===== src/logic/execute_config.svh =====
//////////////////////////////////////////////////////////////////////
// Width defines for the execute stage, included by the package
// and by every module that sizes a datapath port
//////////////////////////////////////////////////////////////////////

`ifndef EXECUTE_CONFIG_SVH
`define EXECUTE_CONFIG_SVH

// Data and address width of the core
`define XLEN 32

// Shift amount, low bits of operand B
`define SHAMT_W 5

`endif


===== src/logic/execute_pkg.sv =====
//////////////////////////////////////////////////////////////////////
// Types shared by the execute stage: unit classes, sub-ops and the
// packed structs that carry an issue and the registered results
//////////////////////////////////////////////////////////////////////

`include "execute_config.svh"

package execute_pkg;

    // Which unit handles the instruction
    typedef enum logic [2:0] {
        XU_ADDER, XU_LOGIC, XU_SHIFT, XU_BRANCH, XU_MEMORY, XU_CSR, XU_NONE
    } xu_class;

    typedef enum logic [2:0] {OP0, OP1, OP2, OP3, OP4, OP5, OP6, OP7} sub_op;

    typedef enum logic [1:0] {
        PRIV_USER       = 2'd0,
        PRIV_SUPERVISOR = 2'd1,
        PRIV_MACHINE    = 2'd3
    } privilege_t;

    typedef enum logic [1:0] {CSR_NONE, CSR_WRITE, CSR_SET, CSR_CLEAR} csr_op_t;

    //////////////////////////////////////////////////////////////////////
    // Stage input and outputs

    typedef struct packed {
        logic              valid;
        xu_class           unit;
        sub_op             op;
        logic [`XLEN-1:0]  op_a;
        logic [`XLEN-1:0]  op_b;
        logic [`XLEN-1:0]  offset;       // Branch immediate
        logic [`XLEN-1:0]  npc;          // PC of this instruction
        logic [`XLEN-1:0]  store_data;
        logic [`XLEN-1:0]  instr;        // Raw word, CSR fields
    } issue_t;

    typedef struct packed {
        logic              valid;
        logic              we;
        logic [`XLEN-1:0]  result;
    } wb_t;

    typedef struct packed {
        logic              read;
        logic [`XLEN-1:0]  read_address;
        logic [`XLEN-1:0]  write_address;
        logic [`XLEN-1:0]  write_data;
        logic [3:0]        we_mem;       // Byte lanes
    } mem_req_t;

    typedef struct packed {
        logic              jump;
        logic [`XLEN-1:0]  target;
    } redirect_t;

    typedef struct packed {
        logic              rd_en;
        logic              wr_en;
        csr_op_t           op;
        logic [11:0]       addr;
        logic [`XLEN-1:0]  data;
        logic              exception;
    } csr_req_t;

endpackage


===== src/logic/branch_unit.sv =====
//////////////////////////////////////////////////////////////////////
// Branch unit: condition, target address and JAL/JALR link value
//////////////////////////////////////////////////////////////////////

`timescale 1ns/1ps

`include "execute_config.svh"

module branch_unit (
    input  logic [`XLEN-1:0] op_a,
    input  logic [`XLEN-1:0] op_b,
    input  logic [`XLEN-1:0] offset,             // PC-relative immediate
    input  logic [`XLEN-1:0] npc,
    input  execute_pkg::sub_op op,
    output logic [`XLEN-1:0] target,
    output logic [`XLEN-1:0] link,               // Return address
    output logic             jump,
    output logic             link_we             // JAL/JALR write rd
);
    import execute_pkg::*;

    logic [`XLEN-1:0] sum;
    logic             is_jal;

    assign sum     = op_a + op_b;
    assign is_jal  = (op == OP6) || (op == OP7);
    assign link    = npc + `XLEN'd4;
    assign link_we = is_jal;

    //////////////////////////////////////////////////////////////////////
    // Target

    always_comb begin
        case (op)
            OP6:     target = sum;                          // JAL
            OP7:     target = {sum[`XLEN-1:1], 1'b0};       // JALR, bit 0 cleared
            default: target = npc + offset;                 // Conditional
        endcase
    end

    //////////////////////////////////////////////////////////////////////
    // Condition

    always_comb begin
        case (op)
            OP0:     jump = (op_a == op_b);                     // BEQ
            OP1:     jump = (op_a != op_b);                     // BNE
            OP2:     jump = ($signed(op_a) < $signed(op_b));    // BLT
            OP3:     jump = (op_a < op_b);                      // BLTU
            OP4:     jump = ($signed(op_a) >= $signed(op_b));   // BGE
            OP5:     jump = (op_a >= op_b);                     // BGEU
            default: jump = 1'b1;                               // Unconditional
        endcase
    end

endmodule


===== src/logic/csr_unit.sv =====
//////////////////////////////////////////////////////////////////////
// CSR access decoder: enables, operation and privilege check.
// The CSR file itself sits outside the stage
//////////////////////////////////////////////////////////////////////

`timescale 1ns/1ps

`include "execute_config.svh"

module csr_unit (
    input  logic [`XLEN-1:0] op_a,               // rs1 value
    input  logic [`XLEN-1:0] instr,
    input  execute_pkg::sub_op op,
    input  execute_pkg::privilege_t privilege,
    output execute_pkg::csr_req_t req
);
    import execute_pkg::*;

    logic [4:0]  rd;
    logic [4:0]  rs1;
    logic [11:0] addr;
    logic        rd_en_int;
    logic        wr_en_int;
    logic        read_only;
    logic        exception;

    assign rd   = instr[11:7];
    assign rs1  = instr[19:15];                  // Also the 5 bit immediate
    assign addr = instr[31:20];

    always_comb begin
        case (op)
            OP0, OP1: begin                                 // CSRRW, CSRRWI
                wr_en_int = 1'b1;
                rd_en_int = (rd != 5'd0);
            end
            OP2, OP3, OP4, OP5: begin                       // Set and clear forms
                rd_en_int = 1'b1;
                wr_en_int = (rs1 != 5'd0);
            end
            default: begin
                rd_en_int = 1'b0;
                wr_en_int = 1'b0;
            end
        endcase
    end

    // Top two address bits set marks a read-only CSR
    assign read_only = (addr[11:10] == 2'b11);
    assign exception = (read_only && wr_en_int) || (privilege < addr[9:8]);

    always_comb begin
        req.rd_en     = rd_en_int & ~exception;
        req.wr_en     = wr_en_int & ~exception;
        req.addr      = addr;
        req.exception = exception;
        req.data      = ((op == OP0) || (op == OP2) || (op == OP4)) ?
                        op_a : {{(`XLEN-5){1'b0}}, rs1};    // Immediate zero-extended
        case (op)
            OP0, OP1: req.op = CSR_WRITE;
            OP2, OP3: req.op = CSR_SET;
            OP4, OP5: req.op = CSR_CLEAR;
            default:  req.op = CSR_NONE;
        endcase
    end

endmodule


===== src/logic/execute.sv =====
//////////////////////////////////////////////////////////////////////
// Execute stage top: routes each issue to its unit by class and
// registers writeback, memory, redirect and CSR outputs, 1 cycle
//////////////////////////////////////////////////////////////////////

`timescale 1ns/1ps

`include "execute_config.svh"

module execute (
    input  logic                        clk,
    input  logic                        rst,
    input  execute_pkg::issue_t         issue,
    input  execute_pkg::privilege_t     privilege,
    output execute_pkg::wb_t            wb,
    output execute_pkg::mem_req_t       mem_req,
    output execute_pkg::redirect_t      redirect,
    output execute_pkg::csr_req_t       csr_req
);
    import execute_pkg::*;

    logic [`XLEN-1:0] alu_result;
    logic [`XLEN-1:0] br_target;
    logic [`XLEN-1:0] br_link;
    logic             br_jump;
    logic             br_link_we;
    mem_req_t         lsu_req;                   // Unregistered LSU outputs
    logic             lsu_rb_we;
    csr_req_t         csr_next;
    logic             wb_we_sel;
    logic [`XLEN-1:0] wb_result_sel;

    int_alu u_alu (
        .op_a(issue.op_a), .op_b(issue.op_b), .unit(issue.unit), .op(issue.op),
        .result(alu_result)
    );

    branch_unit u_branch (
        .op_a(issue.op_a), .op_b(issue.op_b), .offset(issue.offset), .npc(issue.npc),
        .op(issue.op), .target(br_target), .link(br_link), .jump(br_jump),
        .link_we(br_link_we)
    );

    load_store_unit u_lsu (
        .op_a(issue.op_a), .op_b(issue.op_b), .store_data(issue.store_data),
        .op(issue.op), .read_address(lsu_req.read_address),
        .write_address(lsu_req.write_address), .write_data(lsu_req.write_data),
        .we_mem(lsu_req.we_mem), .read(lsu_req.read), .rb_we(lsu_rb_we)
    );

    csr_unit u_csr (
        .op_a(issue.op_a), .instr(issue.instr), .op(issue.op),
        .privilege(privilege), .req(csr_next)
    );

    //////////////////////////////////////////////////////////////////////
    // Writeback select by class

    always_comb begin
        case (issue.unit)
            XU_ADDER, XU_LOGIC, XU_SHIFT: begin
                wb_we_sel     = 1'b1;
                wb_result_sel = alu_result;
            end
            XU_BRANCH: begin
                wb_we_sel     = br_link_we;
                wb_result_sel = br_link;                // npc+4
            end
            XU_MEMORY: begin
                wb_we_sel     = lsu_rb_we;              // Load data arrives later
                wb_result_sel = '0;
            end
            XU_CSR: begin
                wb_we_sel     = csr_next.rd_en;         // Value from the CSR file
                wb_result_sel = '0;
            end
            default: begin
                wb_we_sel     = 1'b0;
                wb_result_sel = '0;
            end
        endcase
    end

    //////////////////////////////////////////////////////////////////////
    // Output registers, strobes cleared on reset, data held when idle

    always_ff @(posedge clk) begin
        if (rst) begin
            wb.valid          <= 1'b0;
            wb.we             <= 1'b0;
            mem_req.read      <= 1'b0;
            mem_req.we_mem    <= 4'b0000;
            redirect.jump     <= 1'b0;
            csr_req.rd_en     <= 1'b0;
            csr_req.wr_en     <= 1'b0;
            csr_req.exception <= 1'b0;
        end else begin
            wb.valid          <= issue.valid;
            wb.we             <= issue.valid & wb_we_sel;
            mem_req.read      <= issue.valid && issue.unit == XU_MEMORY && lsu_req.read;
            mem_req.we_mem    <= (issue.valid && issue.unit == XU_MEMORY) ?
                                 lsu_req.we_mem : 4'b0000;
            redirect.jump     <= issue.valid && issue.unit == XU_BRANCH && br_jump;
            csr_req.rd_en     <= issue.valid && issue.unit == XU_CSR && csr_next.rd_en;
            csr_req.wr_en     <= issue.valid && issue.unit == XU_CSR && csr_next.wr_en;
            csr_req.exception <= issue.valid && issue.unit == XU_CSR && csr_next.exception;
            if (issue.valid) begin
                wb.result             <= wb_result_sel;
                mem_req.read_address  <= lsu_req.read_address;
                mem_req.write_address <= lsu_req.write_address;
                mem_req.write_data    <= lsu_req.write_data;
                redirect.target       <= br_target;
                csr_req.op            <= csr_next.op;
                csr_req.addr          <= csr_next.addr;
                csr_req.data          <= csr_next.data;
            end
        end
    end

endmodule


===== src/logic/int_alu.sv =====
//////////////////////////////////////////////////////////////////////
// Integer ALU: adder, logic and shift classes behind one result mux
//////////////////////////////////////////////////////////////////////

`timescale 1ns/1ps

`include "execute_config.svh"

module int_alu (
    input  logic [`XLEN-1:0] op_a,
    input  logic [`XLEN-1:0] op_b,
    input  execute_pkg::xu_class unit,
    input  execute_pkg::sub_op op,
    output logic [`XLEN-1:0] result
);
    import execute_pkg::*;

    logic [`XLEN-1:0]   add_res;
    logic [`XLEN-1:0]   logic_res;
    logic [`XLEN-1:0]   shift_res;
    logic [`SHAMT_W-1:0] shamt;
    logic               lt_s;
    logic               lt_u;

    assign shamt = op_b[`SHAMT_W-1:0];              // Low bits only
    assign lt_s  = $signed(op_a) < $signed(op_b);
    assign lt_u  = op_a < op_b;

    // Adder class
    always_comb begin
        case (op)
            OP3:     add_res = {{(`XLEN-1){1'b0}}, lt_s};   // SLT
            OP2:     add_res = {{(`XLEN-1){1'b0}}, lt_u};   // SLTU
            OP1:     add_res = op_a - op_b;                 // SUB
            default: add_res = op_a + op_b;                 // ADD, ADDI, AUIPC
        endcase
    end

    always_comb begin
        case (op)
            OP0:     logic_res = op_a ^ op_b;       // XOR
            OP1:     logic_res = op_a | op_b;       // OR
            default: logic_res = op_a & op_b;       // AND
        endcase
    end

    always_comb begin
        case (op)
            OP0:     shift_res = op_a << shamt;                      // SLL
            OP1:     shift_res = op_a >> shamt;                      // SRL
            default: shift_res = $unsigned($signed(op_a) >>> shamt); // SRA
        endcase
    end

    // Shared result mux
    always_comb begin
        case (unit)
            XU_ADDER: result = add_res;
            XU_LOGIC: result = logic_res;
            XU_SHIFT: result = shift_res;
            default:  result = '0;                  // Not an ALU class
        endcase
    end

endmodule


===== src/logic/load_store_unit.sv =====
//////////////////////////////////////////////////////////////////////
// Load/store unit: effective address, read strobe and byte lanes.
// Loads only issue the read, returned data is aligned elsewhere
//////////////////////////////////////////////////////////////////////

`timescale 1ns/1ps

`include "execute_config.svh"

module load_store_unit (
    input  logic [`XLEN-1:0] op_a,               // Base
    input  logic [`XLEN-1:0] op_b,               // Offset
    input  logic [`XLEN-1:0] store_data,
    input  execute_pkg::sub_op op,
    output logic [`XLEN-1:0] read_address,
    output logic [`XLEN-1:0] write_address,
    output logic [`XLEN-1:0] write_data,
    output logic [3:0]       we_mem,
    output logic             read,
    output logic             rb_we               // Loads write rd
);
    import execute_pkg::*;

    logic [`XLEN-1:0] eff_addr;
    logic             is_load;

    assign eff_addr = op_a + op_b;
    assign is_load  = (op == OP0) || (op == OP1) || (op == OP2) ||
                      (op == OP3) || (op == OP4);    // LB LBU LH LHU LW

    assign read          = is_load;
    assign rb_we         = is_load;                  // Stores never write rd
    assign read_address  = is_load ? eff_addr : '0;
    assign write_address = eff_addr;

    // Store lanes, zero padded above the stored size
    always_comb begin
        case (op)
            OP7: begin                                      // SB
                we_mem     = 4'b0001;
                write_data = {{(`XLEN-8){1'b0}}, store_data[7:0]};
            end
            OP6: begin                                      // SH
                we_mem     = 4'b0011;
                write_data = {{(`XLEN-16){1'b0}}, store_data[15:0]};
            end
            OP5: begin                                      // SW
                we_mem     = 4'b1111;
                write_data = store_data;
            end
            default: begin                                  // Loads
                we_mem     = 4'b0000;
                write_data = '0;
            end
        endcase
    end

endmodule

===== config.mk =====
export PLATFORM = sky130hd
export DESIGN_NAME = execute
export DESIGN_NICKNAME = d
export VERILOG_FILES = /design/src/logic/execute_pkg.sv /design/src/logic/branch_unit.sv /design/src/logic/csr_unit.sv /design/src/logic/execute.sv /design/src/logic/int_alu.sv /design/src/logic/load_store_unit.sv
export VERILOG_INCLUDE_DIRS = /design/src /design/src/logic
export SDC_FILE = /design/constraint.sdc
export NUM_CORES = 1
export LEC_CHECK = 0
export BUFFER_PORTS_ARGS = -buffer_cell sky130_fd_sc_hd__buf_2
export CAP_MARGIN = 20
export CELL_PAD_IN_SITES_DETAIL_PLACEMENT = 1
export CELL_PAD_IN_SITES_GLOBAL_PLACEMENT = 1
export CORE_UTILIZATION = 38
export DETAILED_ROUTE_END_ITERATION = 8
export GPL_TIMING_DRIVEN = 0
export PLACE_DENSITY_LB_ADDON = 0.1
export SLEW_MARGIN = 15
export SYNTH_ARGS = -nofsm -noshare
export SYNTH_HDL_FRONTEND = slang
export SYNTH_SLANG_ARGS = --single-unit

===== constraint.sdc =====
create_clock -name clk -period 11.7 [get_ports clk]
set_input_delay 1.755 -clock clk [delete_from_list [all_inputs] [get_ports clk]]
set_output_delay 1.755 -clock clk [all_outputs]
set_load 0.1 [all_outputs]

==> impl_metrics.env, run 1 <==
export IMPL_outcome="complete, no violations"
export IMPL_cts_max_path_buffers=3
export IMPL_grt_first_pass_wirelength_microns=156000
export IMPL_dp_hpwl_microns=89100
export IMPL_maxSlewViolCount=0
export IMPL_drt_total_wl_microns=110000
export IMPL_overflow=0
export IMPL_ir_drop_uv=113
export IMPL_drtAntennaViolNets=0
export IMPL_finalPower_uw=3150
export IMPL_max_freq_mhz=142
export IMPL_drtPass1Iterations=6
export IMPL_path_clk_slew_ns=0.07
export IMPL_crit_path_start_kind="primary input"
export IMPL_placed_area_sq_um=22600
export IMPL_ioPinCount=420
export IMPL_grt_usage_pct=40.8
export IMPL_min_from="issue[24]"
export IMPL_critical_path_class="primary input to flop"
export IMPL_grt_setup_unrepaired="no"
export IMPL_wire_per_inst_microns=32.6
export IMPL_vias_per_cell=6.39
export IMPL_postSynthCellCount=2230
export IMPL_cts_resized=0
export IMPL_fin_cells=3368
export IMPL_post_place_cells=3317
export IMPL_drcViolationCount=0
export IMPL_fin_crit_sh_pct=60.3
export IMPL_cts_tree="yes"
export IMPL_synth_seq_cells=216
export IMPL_max_slew_worst_pin_slew_ns=1.23
export IMPL_finalNetCount=3008
export IMPL_grt_pass1_vias=21900
export IMPL_die_area_sq_um=52300
export IMPL_drt_iter0_drc=2304
export IMPL_post_cts_buffers=0
export IMPL_crit_path_start="issue[132]"
export IMPL_async_reset_ff_share_pct=0
export IMPL_worstPathMaxFanout=11
export IMPL_fin_crit_ns=7.06
export IMPL_crit_required_ns=11.95
export IMPL_die_w_microns=229
export IMPL_min_path_cells=1
export IMPL_slew_headroom_pct=18.1
export IMPL_synthFlopType="edfxtp_1"
export IMPL_coreArea_sq_um=50500
export IMPL_setup_violations=0
export IMPL_hold_viol=0
export IMPL_final_area_sq_um=23400
export IMPL_maxCapViolCount=0
export IMPL_synth_cell_types=86
export IMPL_p_per_area_nw_per_um2=135
export IMPL_grt_max_degree=35
export IMPL_cts_buffers=25
export IMPL_fin_setup_tns_ns=0
export IMPL_area_delta_synth_final_pct=19.5
export IMPL_gp_congestion=1.03
export IMPL_arrival_ns=7.31
export IMPL_antenna_found_initial=5
export IMPL_cts_root_buf="clkbuf_16"
export IMPL_critPathCaptureType="flop"
export IMPL_avgSynthCellArea_sq_um=8.76
export IMPL_io_buffer_count=407
export IMPL_vias=21500
export IMPL_initial_core_util_pct=38.7
export IMPL_ys_warn_count=0
export IMPL_min_to="csr_req[37]$_DFFE_PP_"
export IMPL_holdBufCountCts=0
export IMPL_syn_num_nets=2566
export IMPL_die_h_microns=229
export IMPL_cts_num_sinks=216
export IMPL_synth_edf_count=206
export IMPL_p_leak_uw=0.00942
export IMPL_yosysSeqAreaShare_pct=32.7
export IMPL_drive_above_1_share_pct=21.2
export IMPL_cts_htree_levels=1
export IMPL_syn_area_sq_um=19500
export IMPL_min_path_type="primary input to flop"
export IMPL_rows=82
-- Yosys cell counts, types with 17 or more instances --
cell	number	share of area [%]
nand4_1	21	0.67
a21oi_1	199	5.1
clkbuf_1	107	2.1
a21o_1	35	1.3
and2_1	36	1.2
o211ai_1	29	1.1
edfxtp_1	206	32
nand2b_1	17	0.54
nand3_1	39	1.0
o21ai_0	123	3.1
nand2_1	177	3.4
mux2_2	30	1.7
mux4_2	43	5.0
buf_2	21	0.54
a211oi_1	67	2.6
mux2i_1	48	2.5
nor2b_1	31	0.99
xnor2_1	60	2.7
a31oi_1	29	0.93
nor2_1	213	4.1
o22ai_1	43	1.4
and3_1	26	0.83
ha_1	130	8.3
buf_1	26	0.50
nor3_1	69	1.8
xor2_1	32	1.4
inv_1	123	2.4
-- sequential cells by signal, indices dropped and copies added (netlist names) --
| register | count |
|---|---|
| redirect | 33 |
| mem_req | 100 |
| wb | 34 |
| csr_req | 49 |
-- worst max-delay path by stage --
stage / slack, ns / to
2_1_floorplan: 3.45 / mem_req[0]$_SDFF_PP0_
3_3_place_gp: 0.68 / mem_req[0]$_SDFF_PP0_
3_5_place_dp: 4.51 / wb[27]$_DFFE_PP_
4_1_cts: 5.12 / wb[27]$_DFFE_PP_
5_1_grt: 4.82 / wb[0]$_DFFE_PP_
6_report: 4.64 / wb[0]$_DFFE_PP_
-- final cells by class --
type / instances / area, sq um
multi-input cells: 1732 / 12100
plain buffers: 155 / 612
flip-flops and latches: 216 / 6390
inverters: 127 / 477
repair buffers: 415 / 2190
well taps: 672 / 841
diodes: 7 / 17.5
fillers: 6130 / 27100
clock buffers: 29 / 641
clock inverters: 15 / 116
-- stage by stage --
step,hold slack (ns),setup WS [ns],utilization (%)
CTS,1.36,5.12,46.2
global placement,1.93,0.682,44.4
floorplan,1.83,3.45,-
global route,1.36,4.82,46.2
finish,1.37,4.64,46.3
detailed placement,1.93,4.51,44.7
-- cell usage in the layout (no fill, tap or decap), drive strengths merged, types with 29 or more instances in the layout --
master    n
buf     463
a21oi   201
mux2i    48
mux2     31
o22ai    43
ha      130
xor2     32
o21ai   134
a21o     36
nand3    39
xnor2    60
clkbuf  136
nor2    213
a211oi   67
nor3     69
a31oi    29
inv     126
nor2b    31
o211ai   30
nand2   177
and2     36
edfxtp  206
mux4     43
-- cells by family after synthesis --
logic type / share of synthesized area [%]
multiplexers: 9.20
flip-flops: 32.7
adder cells (fa/ha/maj): 8.68
XOR/XNOR: 4.12
AND/OR/NAND/NOR: 16.2
AO/OA/AOI/OAI: 23.6
buffers and inverters: 5.57
-- where the power goes --
group / internal, uW / switching, uW
registers: 936 / 18.3
logic: 327 / 1110
clock network: 414 / 343
-- routing by layer --
layer  track usage, %  routed length [microns]  vias up
met4             22.0                     6610        4
li1                 -                        -     9206
met3             6.01                     8110      314
met5                0                       23        -
met1             51.6                    44100    10800
met2             67.1                    51000     1209
-- critical path, cell delays in order --
cell and delay, ns:
buf_2 0.10, clkbuf_1 0.71, inv_1 0.26, clkbuf_1 0.50, ha_1 0.45, buf_2 0.18
nor3_1 0.53, o21ai_0 0.31, nand4_1 0.35, a21o_1 0.31, a41oi_1 0.32, o21ai_1 0.49
a31oi_1 0.32, o2111ai_1 0.39, nand3_1 0.29
No activity file was read; power rests on OpenSTA's default activity.
==> inputs of run 2 (changes only) <==
- CORE_UTILIZATION: 38 -> 42
- clock period: 11.7 -> 6.65 ns (I/O delays scaled with it)
==> impl_metrics.env, run 2 (same netlist as run 1, synthesis figures left out) <==
export IMPL_drt_total_wl_microns=111000
export IMPL_maxCapViolCount=0
export IMPL_antenna_found_initial=8
export IMPL_finalPower_uw=5580
export IMPL_rows=78
export IMPL_die_area_sq_um=47400
export IMPL_die_h_microns=218
export IMPL_layout_common_cells="buf_2 (428), nor2_1 (213), edfxtp_1 (206), a21oi_1 (199), nand2_1 (177)"
export IMPL_wire_per_inst_microns=33.8
export IMPL_outcome="complete, no violations"
export IMPL_cts_max_path_buffers=3
export IMPL_coreArea_sq_um=45700
export IMPL_fin_crit_ns=6.15
export IMPL_drive_above_1_share_pct=21.3
export IMPL_cts_buffers=25
export IMPL_crit_required_ns=6.87
export IMPL_cts_root_buf="clkbuf_16"
export IMPL_max_slew_worst_pin_slew_ns=1.11
export IMPL_post_place_cells=3245
export IMPL_min_from="issue[20]"
export IMPL_fin_cells=3295
export IMPL_p_per_area_nw_per_um2=240
export IMPL_finalNetCount=3008
export IMPL_seqCellArea_sq_um=6390
export IMPL_crit_path_start_kind="primary input"
export IMPL_grt_max_degree=35
export IMPL_grt_pass1_vias=22500
export IMPL_fin_crit_sh_pct=92.5
export IMPL_path_clk_slew_ns=0.07
export IMPL_ioPinCount=420
export IMPL_worstPathMaxFanout=11
export IMPL_min_path_type="primary input to flop"
export IMPL_highest_layer="met5"
export IMPL_multiInputGateArea_sq_um=12100
export IMPL_area_delta_synth_final_pct=19.1
export IMPL_hold_viol=0
export IMPL_min_to="csr_req[33]$_DFFE_PP_"
export IMPL_ir_drop_uv=280
export IMPL_critical_path_class="primary input to flop"
export IMPL_die_w_microns=218
export IMPL_p_leak_uw=0.00944
export IMPL_cts_resized=0
export IMPL_cts_htree_levels=1
export IMPL_n_fill_cell=5573
export IMPL_arrival_ns=6.37
export IMPL_final_common_cell="buf_2"
export IMPL_min_path_cells=1
export IMPL_grt_usage_pct=45.3
export IMPL_drcViolationCount=0
export IMPL_vias_per_cell=6.84
export IMPL_cts_num_sinks=216
export IMPL_regMostFlops="mem_req"
export IMPL_overflow=0
export IMPL_drtPass1Iterations=6
export IMPL_drt_iter0_drc=3053
export IMPL_io_buffer_count=407
export IMPL_gp_congestion=1.04
export IMPL_wl_met3_microns=12300
export IMPL_drtAntennaViolNets=0
export IMPL_grt_setup_unrepaired="no"
export IMPL_reg_largest_list="mem_req x100, csr_req x49, wb x34"
export IMPL_max_freq_mhz=163
export IMPL_slew_headroom_pct=25.4
export IMPL_post_cts_buffers=0
export IMPL_holdBufCountCts=0
export IMPL_fin_setup_tns_ns=0
export IMPL_dp_hpwl_microns=87100
export IMPL_vias=22500
export IMPL_largest_reg_flops=100
export IMPL_met1Wirelength_microns=40600
export IMPL_maxSlewViolCount=0
export IMPL_initial_core_util_pct=42.8
export IMPL_setup_violations=0
export IMPL_grt_first_pass_wirelength_microns=156000
export IMPL_cts_tree="yes"
export IMPL_wl_met2_microns=50200
export IMPL_critPathCaptureType="flop"
-- run 2: changes by cell type in the layout (fill, tap and decap cells not counted), sizes merged --
cell and delta:
clkinv +7, inv -1, diode -2, clkbuf -1
clkinvlp -4
-- run 2: cell type report --
| type | count | share of cell area (%) |
|---|---|---|
| diodes | 5 | 0.0537 |
| flip-flops and latches | 216 | 27.4 |
| clock inverters | 17 | 0.554 |
| well taps | 600 | 3.22 |
| inverters | 127 | 2.05 |
| plain buffers | 155 | 2.63 |
| clock buffers | 28 | 2.74 |
| multi-input cells | 1732 | 51.9 |
| repair buffers | 415 | 9.43 |
-- run 2: layer usage --
metal	vias up	track usage, %
li1	9209	-
met1	11000	55.7
met2	1814	72.0
met3	478	9.33
met4	4	29.0
met5	-	0
-- run 2: worst max path at each step --
| stage | start | endpoint | cells past startpoint |
|---|---|---|---|
| 4_1_cts | issue[129] | wb[27]$_DFFE_PP_ | 15 |
| 6_report | issue[129] | wb[27]$_DFFE_PP_ | 15 |
| 3_3_place_gp | issue[198] | mem_req[0]$_SDFF_PP0_ | 5 |
| 3_5_place_dp | issue[129] | wb[27]$_DFFE_PP_ | 15 |
| 2_1_floorplan | issue[198] | mem_req[0]$_SDFF_PP0_ | 4 |
| 5_1_grt | issue[129] | wb[31]$_DFFE_PP_ | 15 |
-- run 2: stage by stage --
step / worst slack (ns) / hold WS (ns) / area, sq um / utilization (%)
2_1_floorplan: 1.57 / 1.07 / 19600 / -
3_3_place_gp: -0.0482 / 1.18 / 22300 / 48.9
3_5_place_dp: 0.142 / 1.18 / 22500 / 49.3
4_1_cts: 0.688 / 0.611 / 23300 / 50.9
5_1_grt: 0.514 / 0.617 / 23300 / 51.0
6_report: 0.499 / 0.622 / 23300 / 51.0
-- run 2: power by group --
group | total [uW] | leakage (uW) | switching (uW) | internal (uW)
registers | 1680 | 0.00192 | 37.9 | 1650
logic | 2550 | 0.00714 | 1980 | 576
clock network | 1340 | 0.000377 | 610 | 732
-- run 2: critical path: stages --
cell and delay, ns:
buf_2 0.18, buf_2 0.25, inv_2 0.24, buf_1 0.58, buf_1 0.75, ha_1 0.44, o21ba_1 0.24, a2111o_1 0.53
a311o_1 0.49, o211ai_2 0.32, a311oi_2 0.25, o31ai_4 0.46, a311oi_1 0.19, a221oi_1 0.29, o22ai_1 0.14
